==> src/design/page_unit_settings.svh <==
// Widths are fixed for the 1024-page map; page and offset must sum to the physical width
`ifndef PAGE_UNIT_SETTINGS_SVH
`define PAGE_UNIT_SETTINGS_SVH

// ------------------------------
// Address widths
// ------------------------------
`define PU_VADDR_W 32               // Virtual address register, also the data word
`define PU_PAGE_W 10                // Physical and virtual page index
`define PU_OFFS_W 10                // Offset inside a page
`define PU_PHYS_W 20                // Translated physical address

// ------------------------------
// Page map
// ------------------------------
`define PU_MAP_W 20                 // Map entry, page number in the top bits
`define PU_PAGES 1024               // Entries in every page memory

// BESM-6 emulation sees only 32 virtual pages
`define PU_BESM6_PAGE_W 5

`endif
==> src/design/page_cmd_pkg.sv <==
// Command codes are single-cycle strobes with no handshake; only one command acts per cycle
`default_nettype none

package page_cmd_pkg;

    // ------------------------------
    // Per-cycle command code
    // ------------------------------
    // One code per cycle steers the whole page unit
    typedef enum logic [2:0] {
        CMD_NOP          = 3'd0,    // Nothing this cycle
        CMD_LOAD_VADDR   = 3'd1,    // Virtual address register from data
        CMD_WRITE_MAP    = 3'd2,    // Map entry at the current virtual page
        CMD_WRITE_PHYSPG = 3'd3,    // Physical page index from data bits 19:10
        CMD_WRITE_ACCESS = 3'd4,    // Used and dirty bits of the current page
        CMD_WRITE_REPRIO = 3'd5,    // Reprioritize bit of the current page
        CMD_START_FILL   = 3'd6,    // Fill reprioritize bits up to the last page
        CMD_BUS_REQUEST  = 3'd7     // Translate, load index, mark page used
    } page_cmd_e;

    // ------------------------------
    // Fill sequencer state
    // ------------------------------
    typedef enum logic {
        FILL_IDLE = 1'b0,           // Waiting for a start command
        FILL_RUN  = 1'b1            // Writing one page per cycle
    } fill_state_e;

endpackage

`default_nettype wire

==> src/design/attr_port_if.sv <==
// Strobes on this bundle are combinational and act at the next clock edge in page_attr
`timescale 1ns/1ns
`default_nettype none

`include "page_unit_settings.svh"

interface attr_port_if;

    logic [`PU_PAGE_W-1:0] pg_index;    // Current physical page register
    logic                  req_strobe;  // Bus request this cycle
    logic [`PU_PAGE_W-1:0] req_index;   // Translated page of the request
    logic                  req_dirty;   // Request opcode writes memory
    logic                  map_write;   // Map entry written this cycle
    logic                  fill_active; // Fill owns the reprioritize memory
    logic [`PU_PAGE_W-1:0] fill_index;  // Page being filled

    // ------------------------------
    // Views
    // ------------------------------
    modport map_mp (
        output pg_index, req_strobe, req_index, req_dirty, map_write
    );

    modport fill_mp (
        output fill_active, fill_index
    );

    modport attr_mp (
        input pg_index, req_strobe, req_index, req_dirty, map_write,
        input fill_active, fill_index
    );

endinterface

`default_nettype wire

==> src/design/fill_sequencer.sv <==
// A start command during a running fill is dropped; the fill always ends at the last page
`timescale 1ns/1ns
`default_nettype none

`include "page_unit_settings.svh"

module fill_sequencer (
    input  wire                     clk,            // Clock
    input  wire                     reset,          // Synchronous reset
    input  page_cmd_pkg::page_cmd_e i_cmd,          // Command this cycle
    input  wire  [`PU_PAGE_W-1:0]   i_start_index,  // Current page index
    input  wire  [`PU_PAGE_W-1:0]   i_count,        // Page from the counter
    input  wire                     i_count_last,   // Counter on the last page
    output logic                    o_load,         // Load the counter
    output logic                    o_step,         // Step the counter
    attr_port_if.fill_mp            port,           // Fill write port
    output logic                    o_fill_busy     // Fill in progress
);

    page_cmd_pkg::fill_state_e state;               // Current state
    page_cmd_pkg::fill_state_e state_nxt;           // Next state

    // ------------------------------
    // State register
    // ------------------------------
    always_ff @(posedge clk) begin
        if (reset) begin
            state <= page_cmd_pkg::FILL_IDLE;
        end else begin
            state <= state_nxt;
        end
    end

    // ------------------------------
    // Next state and counter control
    // ------------------------------
    always_comb begin
        state_nxt = state;
        o_load    = 1'b0;
        o_step    = 1'b0;
        case (state)
            page_cmd_pkg::FILL_IDLE: begin
                if (i_cmd == page_cmd_pkg::CMD_START_FILL) begin
                    o_load    = 1'b1;               // Counter takes the page index
                    state_nxt = page_cmd_pkg::FILL_RUN;
                end
            end
            page_cmd_pkg::FILL_RUN: begin
                if (i_count_last) begin
                    state_nxt = page_cmd_pkg::FILL_IDLE; // Last page written this edge
                end else begin
                    o_step = 1'b1;                  // Move to the next page
                end
            end
            default: state_nxt = page_cmd_pkg::FILL_IDLE;
        endcase
    end

    // Idle index shows where the next fill begins
    assign port.fill_active = (state == page_cmd_pkg::FILL_RUN);
    assign port.fill_index  = port.fill_active ? i_count : i_start_index;

    assign o_fill_busy = port.fill_active;

endmodule

`default_nettype wire

==> src/flat_wrapper.sv <==
// flat-port wrapper written by rule: the top's interface ports become plain ports
module fill_sequencer_flat 
  (clk, reset, i_cmd, i_start_index, i_count, i_count_last, o_load, o_step, o_fill_busy, port_fill_active, port_fill_index);
  attr_port_if port_i ();
  input  wire clk;
  input  wire reset;
  input  page_cmd_pkg::page_cmd_e i_cmd;
  input  wire  [`PU_PAGE_W-1:0] i_start_index;
  input  wire  [`PU_PAGE_W-1:0] i_count;
  input  wire i_count_last;
  output logic o_load;
  output logic o_step;
  output logic o_fill_busy;
  output wire logic [$bits(port_i.fill_active)-1:0] port_fill_active;
  output wire logic [$bits(port_i.fill_index)-1:0] port_fill_index;
  assign port_fill_active = port_i.fill_active;
  assign port_fill_index = port_i.fill_index;
  fill_sequencer u_core (.clk(clk), .reset(reset), .i_cmd(i_cmd), .i_start_index(i_start_index), .i_count(i_count), .i_count_last(i_count_last), .o_load(o_load), .o_step(o_step), .port(port_i), .o_fill_busy(o_fill_busy));
endmodule
==> config.mk <==
export PLATFORM = sky130hd
export DESIGN_NAME = fill_sequencer_flat
export DESIGN_NICKNAME = d
export VERILOG_FILES = /design/src/design/page_cmd_pkg.sv /design/src/design/attr_port_if.sv /design/src/design/fill_sequencer.sv /design/src/flat_wrapper.sv
export VERILOG_INCLUDE_DIRS = /design/src /design/src/design
export SDC_FILE = /design/constraint.sdc
export NUM_CORES = 1
export LEC_CHECK = 0
export ABC_AREA = 0
export BUFFER_PORTS_ARGS = -buffer_cell sky130_fd_sc_hd__buf_2
export CELL_PAD_IN_SITES_DETAIL_PLACEMENT = 1
export CELL_PAD_IN_SITES_GLOBAL_PLACEMENT = 1
export CORE_MARGIN = 2
export CORE_UTILIZATION = 17
export CTS_BUF_LIST = sky130_fd_sc_hd__clkbuf_2
export CTS_CLUSTER_DIAMETER = 80
export DETAILED_ROUTE_END_ITERATION = 10
export HOLD_SLACK_MARGIN = 0.08
export PLACE_DENSITY = 0.85
export SYNTH_ARGS = -nofsm -noshare
export SYNTH_HDL_FRONTEND = slang
export SYNTH_SLANG_ARGS = --single-unit
==> constraint.sdc <==
create_clock -name clk -period 2.9 [get_ports clk]
set_input_delay 0.29 -clock clk [delete_from_list [all_inputs] [get_ports clk]]
set_output_delay 0.29 -clock clk [all_outputs]
set_load 0.05 [all_outputs]
==> metrics.txt <==
status finished clean; DIE AREA roughly 0.0016 sq mm; storage element area 20.02 sq um; CP endpoint port_fill_index[9]; CP max-delay cell dfxtp_1; Skew-Pair Late Insertion Delay 0 ps; DRC 0; post-synthesis sequential area ratio 8.939%; r2r startpoint u_core.o_fill_busy; DR pass1 iterations 1; Port Buf Inserts 39; worst relative slew slack a little over half; Max Clk Rate about 620 MHz; most frequent cells in the layout buf_2, mux2_4, inv_1; hold buffers post-CTS 0; number of global-route vias before repair 223; multi-input gate area in the final layout 177.7 sq um; hold crit path type in -> reg; max-slew violation count 0; Finished Layout Cells 70; min Tclk post-route 1608 ps; Reg2Reg Setup Slack 1700 ps; Diodes inserted 0; Max-Cap Viols 0; commonest non-fill, non-tap cell in the layout buf_2; synth unique cells 8; vias post-DR approximately 300; CP Launch Type register; first-pass GRT wire length just under 900 um; total track usage ~7.5%; placed cells 70; DIE WIDTH 40.30 um; peak supply drop between 0.1 and 0.15 mV; post-DP HPWL 684.1 um; Area Growth Syn to Fin 87.15%; I/O Pins 40; share of layout cells above drive strength 1 90.91%; Worst Reg2Reg Path Length in Cells 2; crit path kind reg -> out; FP Rows 13; initial antenna violation count 0; max reg flops 1; clock-pin slew on the worst setup and hold paths 0 ps; Cell Chain, Critical Path mux2_4 -> buf_2; Leak roughly 0.26 nW; clk_skew 0 ps; Worst setup startpoint u_core.o_fill_busy; grt ovf 0; DR vias/cell 4.343; Post-Syn Area per Cell approximately 12 sq um; antenna viol nets, final 0; yosys warns 0; drt wl/cell 10.51 um; WP data arrival 1320 ps; detailed router's first-iteration violation count 0; Worst R2R End u_core.o_fill_busy; routability cong. 0.5810; pin count of the biggest net entering global routing 15; Max stage delay on crit path 750 ps; final core utilization approximately 33%; synthesized area 224.0 sq um; post-route cell area 419.2 sq um; RSZ-0062 raised after global routing false; CP endpoint kind primary output; Starting Density about 18%; CP required 2610 ps; Die Y 40.30 um; Sum Neg Setup Slack 0 ps; Post-CTS Setup Inserts 0; Core Box Area approximately 0.0013 sq mm; Pwr Density 253.4 mW/mm^2; DRT Wirelength 736 um; Mapped Cells 18; Post-Syn Nets 44; Final setup viols 0; fillers 171; flops & latches, synth 1; fin nets 83; Crit Path Max Fanout 14; final-report hold violation count 0; final cycle utilization of the critical path 55.46%; Gates resized, CTS repair 0; Worst Hold Launch reset; Slew @ Worst Pin 701.4 ps; placed cell area roughly 420 sq um
==> cell usage after synthesis <==
master / instances / area [sq um]
nand2b_1: 1 / 6.260
mux2_4: 10 / 150.1
buf_6: 1 / 11.26
inv_1: 2 / 7.510
buf_4: 1 / 7.510
dfxtp_1: 1 / 20.02
a21oi_1: 1 / 5.000
nand4bb_2: 1 / 16.27
==> critical path: cells and delay by family (launching register included) <==
| kind | cells | cell delay [ps] |
|---|---|---|
| buffers and inverters | 1 | 210 |
| flip-flops | 1 | 750 |
| multiplexers | 1 | 350 |
==> area by class of cell <==
| type | instances | share of cell area (%) |
|---|---|---|
| inverter | 2 | 1.791 |
| tap | 15 | 4.478 |
| multi-input combinational | 13 | 42.39 |
| sequential | 1 | 4.776 |
| timing repair buffer | 39 | 46.57 |
==> stage by stage <==
stage / hold WS [ps] / power, mW / setup WS [ps]
2_1_floorplan: 359.1 / 0.08187 / 1309
3_3_place_gp: 446.5 / 0.1051 / 1287
3_5_place_dp: 451.0 / 0.1074 / 1258
4_1_cts: 451.0 / 0.1075 / 1258
5_1_grt: 459.6 / 0.1115 / 1220
6_report: 448.4 / 0.1062 / 1292
==> report_power, final <==
| group | leakage (nW) | switching (mW) | internal, mW |
|---|---|---|---|
| registers | 0.00815 | 0.00301 | 0.0146 |
| clock network | 0 | 0 | 0 |
| logic | 0.253 | 0.0535 | 0.0352 |
| total | 0.261 | 0.0565 | 0.0498 |
==> worst min path at each step <==
stage	endpoint	slack (ps)	cells past startpoint
after floorplan	u_core.o_fill_busy	360	1
after global placement	u_core.o_fill_busy	450	2
after detailed placement	u_core.o_fill_busy	450	2
after CTS	u_core.o_fill_busy	450	2
after global routing	u_core.o_fill_busy	460	2
final	u_core.o_fill_busy	450	2
==> kinds of logic after synthesis <==
logic type             after synthesis  share of synthesized area [%]
muxes                               10                          67.04
buffers and inverters                4                          11.73
and+or+nand+nor                      2                          10.06
AOI/OAI and AO/OA                    1                          2.232
DFF                                  1                          8.939
==> per-layer routing <==
| layer | GRT usage (%) | wire length (um) | share of wire, % | up-vias |
|---|---|---|---|---|
| met4 | 0 | 0 | 0 | 0 |
| li1 | - | - | - | 137 |
| met1 | 7.541 | 215 | 29 | 139 |
| met3 | 2.222 | 157 | 21 | 0 |
| met5 | 0 | 0 | 0 | - |
| met2 | 15.73 | 362 | 49 | 28 |
(Power assumes the default switching activity.)
