--- config.mk ---
export PLATFORM = sky130hd
export DESIGN_NAME = fill_counter
export DESIGN_NICKNAME = d
export VERILOG_FILES = /design/src/design/fill_counter.sv
export VERILOG_INCLUDE_DIRS = /design/src /design/src/design
export SDC_FILE = /design/constraint.sdc
export NUM_CORES = 1
export LEC_CHECK = 0
export ABC_AREA = 0
export BUFFER_PORTS_ARGS = -buffer_cell sky130_fd_sc_hd__buf_2
export CAP_MARGIN = 20
export CORE_MARGIN = 2
export CORE_UTILIZATION = 40
export CTS_CLUSTER_SIZE = 24
export DETAILED_ROUTE_END_ITERATION = 8
export GPL_TIMING_DRIVEN = 1
export PLACE_DENSITY = 0.81
export SETUP_SLACK_MARGIN = 0.2
export SYNTH_ARGS = -nofsm -noshare
export SYNTH_HDL_FRONTEND = slang
export SYNTH_SLANG_ARGS = --single-unit
export TNS_END_PERCENT = 50
--- constraint.sdc ---
create_clock -name clk -period 1.39 [get_ports clk]
set_input_delay 0.139 -clock clk [delete_from_list [all_inputs] [get_ports clk]]
set_output_delay 0.139 -clock clk [all_outputs]
set_load 0.1 [all_outputs]
--- src/design/page_unit_settings.svh ---
// Widths are fixed for the 1024-page map; page and offset must sum to the physical width
`ifndef PAGE_UNIT_SETTINGS_SVH
`define PAGE_UNIT_SETTINGS_SVH

// ------------------------------
// Address widths
// ------------------------------
`define PU_VADDR_W 32               // Virtual address register, also the data word
`define PU_PAGE_W 10                // Physical and virtual page index
`define PU_OFFS_W 10                // Offset inside a page
`define PU_PHYS_W 20                // Translated physical address

// ------------------------------
// Page map
// ------------------------------
`define PU_MAP_W 20                 // Map entry, page number in the top bits
`define PU_PAGES 1024               // Entries in every page memory

// BESM-6 emulation sees only 32 virtual pages
`define PU_BESM6_PAGE_W 5

`endif
--- src/design/fill_counter.sv ---
// Counts upward only; stepping past the last page wraps, so the sequencer stops stepping there
`timescale 1ns/1ns
`default_nettype none

`include "page_unit_settings.svh"

module fill_counter (
    input  wire                   clk,      // Clock
    input  wire                   reset,    // Synchronous reset
    input  wire                   i_load,   // Take the start page
    input  wire  [`PU_PAGE_W-1:0] i_start,  // Start page
    input  wire                   i_step,   // Advance by one page
    output logic [`PU_PAGE_W-1:0] o_count,  // Page being walked
    output logic                  o_last    // Count sits on the last page
);

    logic [`PU_PAGE_W-1:0] count;           // Fill page counter

    always_ff @(posedge clk) begin
        if (reset) begin
            count <= '0;
        end else if (i_load) begin
            count <= i_start;               // Start of a new fill
        end else if (i_step) begin
            count <= count + 1'b1;          // One page per cycle
        end
    end

    assign o_count = count;

    // Last page is the top of the memory
    assign o_last = (count == `PU_PAGE_W'(`PU_PAGES - 1));

endmodule

`default_nettype wire

==> flow_metrics.tcl, run 1 <==
set metrics [dict create \
    status "finished with violations" \
    violations "negative setup slack" \
    ys.warnings.count 0 \
    crit_path_top_delay_cell "or4_1" \
    max_stage_delay_ps 530 \
    syn_inst 69 \
    p_seq_share_pct 39.0 \
    io_buffers 24 \
    multi_input_area_sq_um 444 \
    avgSynthCellArea_sq_um 8.41 \
    gp_congestion 0.826 \
    finalCritPeriodShare_pct 104 \
    fmax_ghz 0.694 \
    grtUsageMet1_pct 28.0 \
    grtUsageMet2_pct 38.1 \
    final_layout_size_suffix_gt1_share_pct 57.4 \
    clock-root-buffer "clkbuf_4" \
    worst_slack_ps -51.4 \
    required_ps 1560 \
    antenna_found_initial 0 \
    r2r_setup_slack_ps -50 \
    final_area_sq_um 1000 \
    diodes 0 \
    largest_reg_flops 10 \
    synth.distinct_cells 26 \
    worstSetupStartpointType "flop" \
    hp-class "input pin to flop" \
    grt_max_degree 15 \
    rsz0062_at_grt "yes" \
    syn_area_sq_um 581 \
    worst_slew_pin_slew_ps 486 \
    post-route-util_pct 75.0 \
    relSlewSlack_pct 67.8 \
    top_usage_layer "met2" \
    avgRoutedWirePerCell_microns 16.7 \
    drc 0 \
    rows 13 \
    finalHoldViolCount 0 \
    clockBufferDepth 2 \
    grt_util_met3_pct 4.31 \
    postRouteAntennaNets 0 \
    synth-adder-area-share_pct 2.16 \
    crit_chain "nand4_1, or4_1, a311oi_1" \
    muxShareOfSynthArea_pct 1.94 \
    area_growth_pct 72.2 \
    viasPerCell 6.15 \
    io_pins 25 \
    switching_share_pct 43.0 \
    peakVddDrop_v 0.000531 \
    cts.sinks 10 \
    ys_seq_elements 10 \
    pre_cts_ws_ps -8.80 \
    yosys.area_share.simple_pct 30.8 \
    worstSkewPairLatency_ps 270 \
    yosysSeqAreaShare_pct 34.5 \
    seq_area_sq_um 238 \
    power.switching_mw 0.374 \
    first_pass_iters 4 \
    placed_area_sq_um 821 \
    power_frac_comb_pct 35.7 \
    fill_cells 94 \
    synth_top_family_by_area "simple AND/OR/NAND/NOR gates" \
    max-cap-violations 0 \
    dp_hpwl_microns 1140 \
    core-area_sq_um 1330 \
    intPower_mw 0.496 \
    vias 756 \
    end_kind "flop" \
    gr-usage-all-layers_pct 23.4 \
    synth_compound_area_share_pct 20.9 \
    grt_pass1_wl_microns 3130 \
    p_per_area_nw_per_um2 870 \
    path_max_fanout 6 \
    overflow 0 \
    cts.clk_slew.worst_paths_ps 70 \
    nets 124 \
    start_util_pct 43.5 \
    power.leakage_nw 0.404 \
    fin_cells 123 \
    synth-xor-area-share_pct 6.03 \
    drt-total-wl_microns 2060 \
    grt_pass1_vias 685 \
    maxSlewViolCount 0 \
    setup_viol 3 \
    clock_skew_ps 1.37 \
    cts_max_level 1 \
    period_needed_ps 1440 \
    dieArea_sq_um 1770 \
    cts_tree "built" \
    critPathArrivalTime_ps 1610 \
    dp.cells 109 \
    drt_iter0_drc 51 \
    cts-buffers-inserted 3 \
    p_clk_share_pct 25.3 \
    cts_hold_buf 0 \
    die_h_microns 42.1 \
    crit_type "flop to flop" \
    die_w_microns 42.1 \
    syn_nets 84 \
]
cell usage in the layout, fill, tap and decap left out, types with 3 or more instances in the layout:
master and n:
buf_4 18, dfxtp_4 10, nand4_1 3, nand2_1 5, nor3b_1 3, buf_6 3
xor2_1 4, o211ai_1 4, clkbuf_4 3, a211oi_1 3, a21oi_1 4, nor2_1 5
buf_2 16
metrics by stage:
step | hold WS (ps) | power, mW | setup TNS, ps
floorplan | 272 | 0.543 | -771
global placement | 376 | 0.596 | 0
detailed placement | 381 | 0.601 | -8.80
CTS | 102 | 0.847 | -79.4
global route | 128 | 0.899 | -321
finish | 94.8 | 0.869 | -106
cell usage after synthesis:
library cell	instances	share of area (%)
dfxtp_1	10	34
nand2_1	6	3.9
nand3_1	5	4.3
nor2_1	5	3.2
a21oi_1	4	3.4
o211ai_1	4	5.2
xor2_1	4	6.0
a211oi_1	3	3.9
nand4_1	3	3.2
nor3b_1	3	3.9
or4_1	3	3.9
a311oi_1	2	3.0
buf_2	2	1.7
clkbuf_1	2	1.3
o21ai_0	2	1.7
a31oi_1	1	1.1
ha_1	1	2.2
inv_1	1	0.65
mux2_2	1	1.9
nand4_4	1	3.7
nor3_1	1	0.86
o21bai_1	1	1.3
o31ai_1	1	1.3
or3_1	1	1.1
or3_2	1	1.3
or3b_1	1	1.5
power by group through the flow:
stage | Combinational [mW] | Sequential, mW | Clock, mW
after floorplan | 0.0591 | 0.484 | 0
after CTS | 0.296 | 0.338 | 0.213
after global routing | 0.325 | 0.342 | 0.232
final | 0.310 | 0.339 | 0.220
after detailed placement | 0.257 | 0.344 | 0
after global placement | 0.256 | 0.341 | 0
final timing paths:
check                           from                      end  cells past startpoint
max          o_count[8]$_SDFFE_PP0P_  o_count[9]$_SDFFE_PP0P_                      3
min                       i_start[0]  o_count[0]$_SDFFE_PP0P_                      3
max reg2reg  o_count[8]$_SDFFE_PP0P_  o_count[9]$_SDFFE_PP0P_                      3
min reg2reg  o_count[9]$_SDFFE_PP0P_  o_count[9]$_SDFFE_PP0P_                      2
cell type report:
class,instances,share of cell area (%)
Multi-Input combinational cell,55,44.4
Timing Repair Buffer,38,26.9
Sequential cell,10,23.8
Clock buffer,3,2.25
Tap cell,15,1.88
Clock inverter,1,0.375
Inverter,1,0.375
worst max-delay path, delay by kind of cell (launching register included):
family | cells | cell delay (ps)
and+or+nand+nor | 2 | 670
AOI/OAI and AO/OA | 1 | 280
DFF | 1 | 390
cell families (layout without fill, tap and decap cells):
group | count (synthesis) | count (layout)
and+or+nand+nor | 30 | 31
xor gates and xnor gates | 4 | 4
DFF | 10 | 10
adders and majority gates | 1 | 1
buffers and inverters | 5 | 43
muxes | 1 | 1
AOI/OAI and AO/OA | 18 | 18
per-layer routing:
metal	vias up	wire, microns
li1	351	-
met1	342	860
met2	56	978
met3	7	165
met4	0	52
met5	-	0
what timing repair did:
| item | in CTS | in global routing |
|---|---|---|
| endpoints found under the setup margin | 15 | 11 |
| resized for setup | 14 | 4 |
| pin swaps | 8 | 11 |
| gates cloned | 1 | 0 |
| buffers inserted | 6 | 3 |
Note: power is estimated with default switching activity, not from simulation.
==> run 2: changes to the inputs <==
CORE_UTILIZATION = 44   (was 40)
PLACE_DENSITY = 0.84   (was 0.81)
clock period = 1.6 ns   (was 1.39 ns; I/O delays follow)
==> flow_metrics.tcl, run 2 (synthesis gave the netlist of run 1 again) <==
set metrics [dict create \
    gp_congestion 0.785 \
    placed_area_sq_um 783 \
    area_growth_pct 49.8 \
    critPathArrivalTime_ps 1590 \
    core-area_sq_um 1270 \
    status "finished, final reports clean" \
    vias 642 \
    die_h_microns 40.3 \
    die_w_microns 40.3 \
    cts-buffers-inserted 3 \
    grt_pass1_vias 521 \
    grt_max_degree 15 \
    max-cap-violations 0 \
    drt-total-wl_microns 1580 \
    crit_type "flop to flop" \
    fmax_ghz 0.708 \
    maxSlewViolCount 0 \
    fin_cells 115 \
    clock_skew_ps 4.32 \
    rows 13 \
    finalCritPeriodShare_pct 88.3 \
    cts_tree "built" \
    worstSetupStartpointType "flop" \
    start_util_pct 45.8 \
    required_ps 1770 \
    clock-root-buffer "clkbuf_4" \
    p_per_area_nw_per_um2 813 \
    cts.sinks 10 \
    relSlewSlack_pct 67.3 \
    mostFrequentLayoutCells "buf_2 (23), dfxtp_4 (10), buf_4 (7)" \
    hp-class "input pin to flop" \
    finalPower_mw 0.707 \
    antenna_found_initial 0 \
    met2_wirelength_microns 747 \
    drc 0 \
    final_layout_size_suffix_gt1_share_pct 50.0 \
    diodes 0 \
    overflow 0 \
    worstSkewPairLatency_ps 270 \
    final_area_sq_um 870 \
    setup_viol 0 \
    avgRoutedWirePerCell_microns 13.8 \
    first_pass_iters 4 \
    dp_hpwl_microns 1020 \
    finalHoldViolCount 0 \
    end_kind "flop" \
    drt_iter0_drc 15 \
    wl_met3_microns 81 \
    clockBufferDepth 2 \
    io_buffers 24 \
    wirelength_met1_microns 735 \
    viasPerCell 5.58 \
    nets 116 \
    rsz0062_at_grt "yes" \
    cts.clk_slew.worst_paths_ps 70 \
    pre_cts_ws_ps 149 \
    layout_commonest_cell "buf_2" \
    dp.cells 104 \
    routed.top_layer "met4" \
    postRouteAntennaNets 0 \
    peakVddDrop_v 0.000390 \
    period_needed_ps 1410 \
    worst_slew_pin_slew_ps 494 \
    power.leakage_nw 0.353 \
    hold-worst-slack_ps 124 \
    post-route-util_pct 68.5 \
    gr-usage-all-layers_pct 22.8 \
    io_pins 25 \
    grt_pass1_wl_microns 2370 \
    dieArea_sq_um 1630 \
    cts_max_level 1 \
    path_max_fanout 6 \
    finalSetupTns_ps 0 \
    worst_slack_ps 187 \
    largest_reg_flops 10 \
]
[run 2: final timing paths]
path | cells past startpoint | endpoint | from | slack, ps
worst max-delay path | 3 | o_count[9]$_SDFFE_PP0P_ | o_count[8]$_SDFFE_PP0P_ | 190
worst max register to register | 3 | o_count[9]$_SDFFE_PP0P_ | o_count[8]$_SDFFE_PP0P_ | 190
worst min-delay path | 3 | o_count[1]$_SDFFE_PP0P_ | i_start[1] | 120
worst min register to register | 2 | o_count[9]$_SDFFE_PP0P_ | o_count[9]$_SDFFE_PP0P_ | 540
[run 2: where the power goes]
part	internal [mW]	leakage [nW]	switching [mW]	total, mW
Combinational	0.0560	0.249	0.175	0.231
Clock	0.0903	0.0154	0.0953	0.186
Sequential	0.263	0.0892	0.0276	0.290
[run 2: per-layer routing]
| layer | global-route usage [%] | vias up |
|---|---|---|
| li1 | - | 325 |
| met1 | 29.0 | 291 |
| met2 | 34.1 | 24 |
| met3 | 6.67 | 2 |
| met4 | 12.5 | 0 |
| met5 | 0 | - |
[run 2: critical path, stage by stage, from the launching register on]
cell	delay, ps
dfxtp_4	380
nand4_1	150
or4_1	530
a311oi_1	250
[run 2: area by class of cell]
| cell class | instances | area (sq um) |
|---|---|---|
| clock buffer | 3 | 22.5 |
| clock inverter | 1 | 3.75 |
| fill | 109 | 399 |
| inverter | 1 | 3.75 |
| multi-input combinational | 54 | 395 |
| sequential | 10 | 238 |
| tap | 15 | 18.8 |
| timing repair buffer | 31 | 188 |
[run 2: timing repair]
item / 4_1_cts / 5_1_grt
setup endpoints to repair: 3 / 5
buffers inserted: 7 / 0
pin swaps: 5 / 0
hold buffers: 0 / 0
gates resized for setup: 1 / 0
