===== src/design/page_unit_settings.svh =====
// Widths are fixed for the 1024-page map; page and offset must sum to the physical width
`ifndef PAGE_UNIT_SETTINGS_SVH
`define PAGE_UNIT_SETTINGS_SVH

// ------------------------------
// Address widths
// ------------------------------
`define PU_VADDR_W 32               // Virtual address register, also the data word
`define PU_PAGE_W 10                // Physical and virtual page index
`define PU_OFFS_W 10                // Offset inside a page
`define PU_PHYS_W 20                // Translated physical address

// ------------------------------
// Page map
// ------------------------------
`define PU_MAP_W 20                 // Map entry, page number in the top bits
`define PU_PAGES 1024               // Entries in every page memory

// BESM-6 emulation sees only 32 virtual pages
`define PU_BESM6_PAGE_W 5

`endif

===== src/design/page_cmd_pkg.sv =====
// Command codes are single-cycle strobes with no handshake; only one command acts per cycle
`default_nettype none

package page_cmd_pkg;

    // ------------------------------
    // Per-cycle command code
    // ------------------------------
    // One code per cycle steers the whole page unit
    typedef enum logic [2:0] {
        CMD_NOP          = 3'd0,    // Nothing this cycle
        CMD_LOAD_VADDR   = 3'd1,    // Virtual address register from data
        CMD_WRITE_MAP    = 3'd2,    // Map entry at the current virtual page
        CMD_WRITE_PHYSPG = 3'd3,    // Physical page index from data bits 19:10
        CMD_WRITE_ACCESS = 3'd4,    // Used and dirty bits of the current page
        CMD_WRITE_REPRIO = 3'd5,    // Reprioritize bit of the current page
        CMD_START_FILL   = 3'd6,    // Fill reprioritize bits up to the last page
        CMD_BUS_REQUEST  = 3'd7     // Translate, load index, mark page used
    } page_cmd_e;

    // ------------------------------
    // Fill sequencer state
    // ------------------------------
    typedef enum logic {
        FILL_IDLE = 1'b0,           // Waiting for a start command
        FILL_RUN  = 1'b1            // Writing one page per cycle
    } fill_state_e;

endpackage

`default_nettype wire


===== src/design/attr_port_if.sv =====
// Strobes on this bundle are combinational and act at the next clock edge in page_attr
`timescale 1ns/1ns
`default_nettype none

`include "page_unit_settings.svh"

interface attr_port_if;

    logic [`PU_PAGE_W-1:0] pg_index;    // Current physical page register
    logic                  req_strobe;  // Bus request this cycle
    logic [`PU_PAGE_W-1:0] req_index;   // Translated page of the request
    logic                  req_dirty;   // Request opcode writes memory
    logic                  map_write;   // Map entry written this cycle
    logic                  fill_active; // Fill owns the reprioritize memory
    logic [`PU_PAGE_W-1:0] fill_index;  // Page being filled

    // ------------------------------
    // Views
    // ------------------------------
    modport map_mp (
        output pg_index, req_strobe, req_index, req_dirty, map_write
    );

    modport fill_mp (
        output fill_active, fill_index
    );

    modport attr_mp (
        input pg_index, req_strobe, req_index, req_dirty, map_write,
        input fill_active, fill_index
    );

endinterface

`default_nettype wire


===== src/design/page_attr.sv =====
// Attribute memories power up unknown; software or a fill must write them before they are read
`timescale 1ns/1ns
`default_nettype none

`include "page_unit_settings.svh"

module page_attr (
    input  wire                     clk,        // Clock
    input  wire                     reset,      // Synchronous reset
    input  page_cmd_pkg::page_cmd_e i_cmd,      // Command this cycle
    input  wire  [`PU_VADDR_W-1:0]  i_data,     // Data word
    attr_port_if.attr_mp            port,       // Map and fill strobes
    output logic [2:0]              o_access,   // Dirty, used, zero
    output logic                    o_reprio,   // Reprioritize bit of current page
    output logic                    o_changed   // Sticky change flag
);

    logic used_mem   [`PU_PAGES];               // Page referenced
    logic dirty_mem  [`PU_PAGES];               // Page modified
    logic reprio_mem [`PU_PAGES];               // Reprioritize request
    logic access_wr;                            // Software access write
    logic reprio_wr;                            // Software reprio write
    logic changed;                              // Flag for the tracer

    assign access_wr = (i_cmd == page_cmd_pkg::CMD_WRITE_ACCESS);

    // Fill has priority over the software write
    assign reprio_wr = (i_cmd == page_cmd_pkg::CMD_WRITE_REPRIO) && !port.fill_active;

    // ------------------------------
    // Used and dirty bits
    // ------------------------------
    always_ff @(posedge clk) begin
        if (access_wr) begin
            used_mem[port.pg_index]  <= i_data[1];
            dirty_mem[port.pg_index] <= i_data[2];
        end else if (port.req_strobe) begin
            used_mem[port.req_index] <= 1'b1;   // Any access marks it used
            if (port.req_dirty) begin
                dirty_mem[port.req_index] <= 1'b1;
            end
        end
    end

    // ------------------------------
    // Reprioritize bits
    // ------------------------------
    always_ff @(posedge clk) begin
        if (port.fill_active) begin
            reprio_mem[port.fill_index] <= 1'b1;    // Hardware fill with ones
        end else if (reprio_wr) begin
            reprio_mem[port.pg_index] <= i_data[0];
        end
    end

    // Any write to a page table raises the flag until reset
    always_ff @(posedge clk) begin
        if (reset) begin
            changed <= 1'b0;
        end else if (access_wr || reprio_wr || port.fill_active
                     || port.req_strobe || port.map_write) begin
            changed <= 1'b1;
        end
    end

    assign o_access  = {dirty_mem[port.pg_index], used_mem[port.pg_index], 1'b0};
    assign o_reprio  = reprio_mem[port.pg_index];
    assign o_changed = changed;

endmodule

`default_nettype wire


===== src/flat_wrapper.sv =====
// flat-port wrapper written by rule: the top's interface ports become plain ports
module page_attr_flat 
  (clk, reset, i_cmd, i_data, o_access, o_reprio, o_changed, port_pg_index, port_req_strobe, port_req_index, port_req_dirty, port_map_write, port_fill_active, port_fill_index);
  attr_port_if port_i ();
  input  wire clk;
  input  wire reset;
  input  page_cmd_pkg::page_cmd_e i_cmd;
  input  wire  [`PU_VADDR_W-1:0] i_data;
  output logic [2:0] o_access;
  output logic o_reprio;
  output logic o_changed;
  input wire logic [$bits(port_i.pg_index)-1:0] port_pg_index;
  input wire logic [$bits(port_i.req_strobe)-1:0] port_req_strobe;
  input wire logic [$bits(port_i.req_index)-1:0] port_req_index;
  input wire logic [$bits(port_i.req_dirty)-1:0] port_req_dirty;
  input wire logic [$bits(port_i.map_write)-1:0] port_map_write;
  input wire logic [$bits(port_i.fill_active)-1:0] port_fill_active;
  input wire logic [$bits(port_i.fill_index)-1:0] port_fill_index;
  assign port_i.pg_index = port_pg_index;
  assign port_i.req_strobe = port_req_strobe;
  assign port_i.req_index = port_req_index;
  assign port_i.req_dirty = port_req_dirty;
  assign port_i.map_write = port_map_write;
  assign port_i.fill_active = port_fill_active;
  assign port_i.fill_index = port_fill_index;
  page_attr u_core (.clk(clk), .reset(reset), .i_cmd(i_cmd), .i_data(i_data), .port(port_i), .o_access(o_access), .o_reprio(o_reprio), .o_changed(o_changed));
endmodule

===== config.mk =====
export PLATFORM = sky130hd
export DESIGN_NAME = page_attr_flat
export DESIGN_NICKNAME = d
export VERILOG_FILES = /design/src/design/page_cmd_pkg.sv /design/src/design/attr_port_if.sv /design/src/design/page_attr.sv /design/src/flat_wrapper.sv
export VERILOG_INCLUDE_DIRS = /design/src /design/src/design
export SDC_FILE = /design/constraint.sdc
export NUM_CORES = 2
export LEC_CHECK = 0
export BUFFER_PORTS_ARGS = -buffer_cell sky130_fd_sc_hd__buf_2
export CORE_MARGIN = 2
export CORE_UTILIZATION = 46
export CTS_BUF_LIST = sky130_fd_sc_hd__clkbuf_4
export CTS_CLUSTER_SIZE = 14
export DETAILED_ROUTE_END_ITERATION = 6
export PLACE_DENSITY = 0.64
export SLEW_MARGIN = 15
export SYNTH_ARGS = -nofsm -noshare
export SYNTH_HDL_FRONTEND = slang
export SYNTH_SLANG_ARGS = --single-unit

===== constraint.sdc =====
create_clock -name clk -period 32.7 [get_ports clk]
set_clock_uncertainty 0.15 [all_clocks]
set_input_delay 3.27 -clock clk [delete_from_list [all_inputs] [get_ports clk]]
set_output_delay 3.27 -clock clk [all_outputs]
set_load 0.02 [all_outputs]

==> out/metrics.yaml <==
dieArea_um2: 295400
worst_setup_path_start_kind: "primary input"
dp.cells: 12584
instances_no_fill: 13959
critPathBufInv: 6
power-per-cell-area_nw_per_um2: 54.63
reg2reg_from: "u_core.o_changed$_SDFFE_PP0P_"
yosys-top-cells-area: "edfxtp_1, mux4_2, nor2_1, mux2i_1, clkbuf_1"
max-vdd-ir-drop_uv: 34.58
synth_area_um2: 133900
power.total_w: 0.008023
synth_top_area_share_pct: 68.89
p_leak_nw: 48.79
wl_um: 391300
syn_inst: 9317
clkLatencyLatePin_ps: 1620
port_buffers: 45
first_global_vias: 83520
synth_top_area_cell: "edfxtp_1"
hold_viol: 0
yosys_warnings: 0
drcViolationCount: 0
fin_tns_setup_ps: 0
grt_setup_unrepaired: "no"
maxSlewHeadroom_pct: 16.40
cts_tree: "built"
seq_area_frac_synth_pct: 68.90
holdCritPathClass: "register to register"
drive_above_1_share_pct: 22.74
ff2ff_path_depth: 2
drtAntennaViolNets: 0
p_clk_share_pct: 40.6
grt_pass1_wl_um: 553900
synth_most_common_cell: "nor2_1"
dp_hpwl_um: 208800
critPathSlowestCell: "buf_4"
hold_depth: 2
die_x_um: 543.6
areaGrowthSynthToFinish_pct: 9.680
initial_core_util_pct: 46.12
syn-num-nets: 9388
cts_resized: 0
hold_path_end: "u_core.o_changed$_SDFFE_PP0P_"
synth-edff-count: 3072
crit_family: "buffers and inverters"
grt.total_usage_pct: 25.98
criticalPathCategory: "primary input to output port"
rr_endpoint: "u_core.o_changed$_SDFFE_PP0P_"
internal-power_w: 0.006123
tightest_slew_ps: 1249
coreArea_um2: 290300
n_fill_cell: 24770
cts_hold_buf: 0
cts.sink_count: 3073
cpPeakStageDelay_ps: 870
gp_congestion: 0.8221
overflow: 0
grt_max_degree: 347
p_seq_share_pct: 54.0
drtPass1Iterations: 6
vias_per_cell: 6.044
clk_root_buffer_cell: "clkbuf_4"
vias: 84362
fmax_mhz: 72.19
period_share_pct: 42.36
htreeDepth: 6
status: "finished clean"
synthDistinctLibCells: 76
wl_per_cell_um: 28.03
postCtsSetupBuffers: 0
critical_path_required_ps: 29280
critPathArrivalTime_ps: 10430
die_h_um: 543.6
critPathCaptureType: "output port"
r2r_slack_ps: 31910
p_comb_share_pct: 5.4
antenna_found_initial: 28
cpMostUsedCell: "buf_4"
syn_area_per_cell_um2: 14.37
synth_common_cells: "nor2_1, edfxtp_1, mux4_2, clkbuf_1, mux2i_1"
ys_async_sr_fraction_pct: 0
synth-main-ff-cell: "edfxtp_1"
clkTransAtPathRegs_ps: 70
drv_cap: 0
cts_made_buffers: 779
rows: 198
drt-initial-drc-count: 11916
period_needed_ps: 13850
final_max_slew_viol_count: 0
synth-seq-cells: 3073
cp_max_fo: 78
fin_nets: 9539
clk_path_buf_depth: 4
setup_viol: 0
ios: 76
cp_cell_sequence: "buf_12, buf_4, buf_4, buf_4, buf_4, mux4_1, mux4_2, a22o_1, nor4_1, nor3_1, nor3_1, o2111ai_1, buf_2"
switchingPower_w: 0.001901
switching_share_pct: 23.69
hp-start: "u_core.o_changed$_SDFFE_PP0P_"
## metal layers
| layer | wire (um) | vias up | GRT usage (%) |
|---|---|---|---|
| met5 | 71 | - | 0 |
| met4 | 16510 | 12 | 11.17 |
| met3 | 42570 | 837 | 5.475 |
| met2 | 188700 | 4909 | 42.28 |
| met1 | 143500 | 43329 | 33.86 |
| li1 | - | 35275 | - |
## per-stage QoR
stage          hold WS (ps)  cell area [um^2]  util [%]  setup WS, ps
2_1_floorplan         439.2            133900         -         12420
3_3_place_gp          374.2            136800     47.11         18710
3_5_place_dp          382.7            136800     47.11         18690
4_1_cts               399.4            146700     50.51         18690
5_1_grt               426.2            146800     50.57         18360
6_report              398.1            146900     50.59         18850
## cells by family (layout without fill, tap and decap cells)
logic type             after synthesis  count (layout)  share of synthesized area, %
muxes                             1011            1011                         13.66
DFF                               3073            3073                         68.90
AOI/OAI and AO/OA                  611             611                         3.214
and+or+nand+nor                   3721            3721                         10.93
other                                1              38                      0.002800
buffers and inverters              900            1605                         3.292
## worst max-delay path by stage
stage	from	to	slack [ps]	cells after the start
floorplan	i_cmd[2]	u_core.dirty_mem[0]$_DFFE_PP_	12420	6
global placement	port_pg_index[0]	o_access[2]	18710	13
detailed placement	port_pg_index[0]	o_access[2]	18690	13
CTS	port_pg_index[0]	o_access[2]	18690	13
global route	port_pg_index[0]	o_access[2]	18360	13
finish	port_pg_index[0]	o_access[2]	18850	13
## flip-flops by register name, indices dropped and copies added, names as in the netlist
register,flops
u_core.reprio_mem,1024
u_core.used_mem,1024
u_core.dirty_mem,1024
u_core.o_changed,1
## area by class of cell
type | count | area (um^2) | share of cell area, %
Clock buffer | 1134 | 8513 | 5.796
Antenna cell | 37 | 92.59 | 0.06304
Inverter | 5 | 26.28 | 0.01789
Multi-Input combinational cell | 5344 | 37660 | 25.64
Timing Repair Buffer | 265 | 2066 | 1.406
Tap cell | 3900 | 4880 | 3.322
Clock inverter | 201 | 1369 | 0.9319
Sequential cell | 3073 | 92270 | 62.82
## cells in the final DEF, fill, tap and decap left out, types with 11 or more instances in the layout
master       n
a211oi_1    33
a21oi_1     98
a221oi_1    25
a22o_1      18
a22oi_1     76
a31oi_1     18
buf_2       40
buf_4      207
clkbuf_4  1134
clkinv_1   125
clkinv_2    15
clkinv_4    12
diode_2     37
edfxtp_1  3072
inv_6       16
mux2_2      15
mux2i_1    346
mux4_1      16
mux4_2     631
nand2_1    181
nand2_2    100
nand2b_1    17
nand3_1     45
nand3b_1    11
nand4_1     12
nor2_1    3150
nor2b_1     24
nor3_1      69
nor4_1      21
o21ai_0     62
o221ai_1   109
o22ai_1     87
## worst reg2reg max path: stages, from the launching register on
cell and delay, ps:
dfxtp_1 310, nor2_1 110, a31oi_1 90
## power groups by stage
stage	clock (W)	sequential, W	combinational, W
floorplan	0	0.00450	0.000264
global placement	0	0.00442	0.000417
detailed placement	0	0.00442	0.000424
CTS	0.00331	0.00433	0.000424
global route	0.00351	0.00433	0.000448
finish	0.00326	0.00433	0.000432
(Power assumes the default switching activity.)
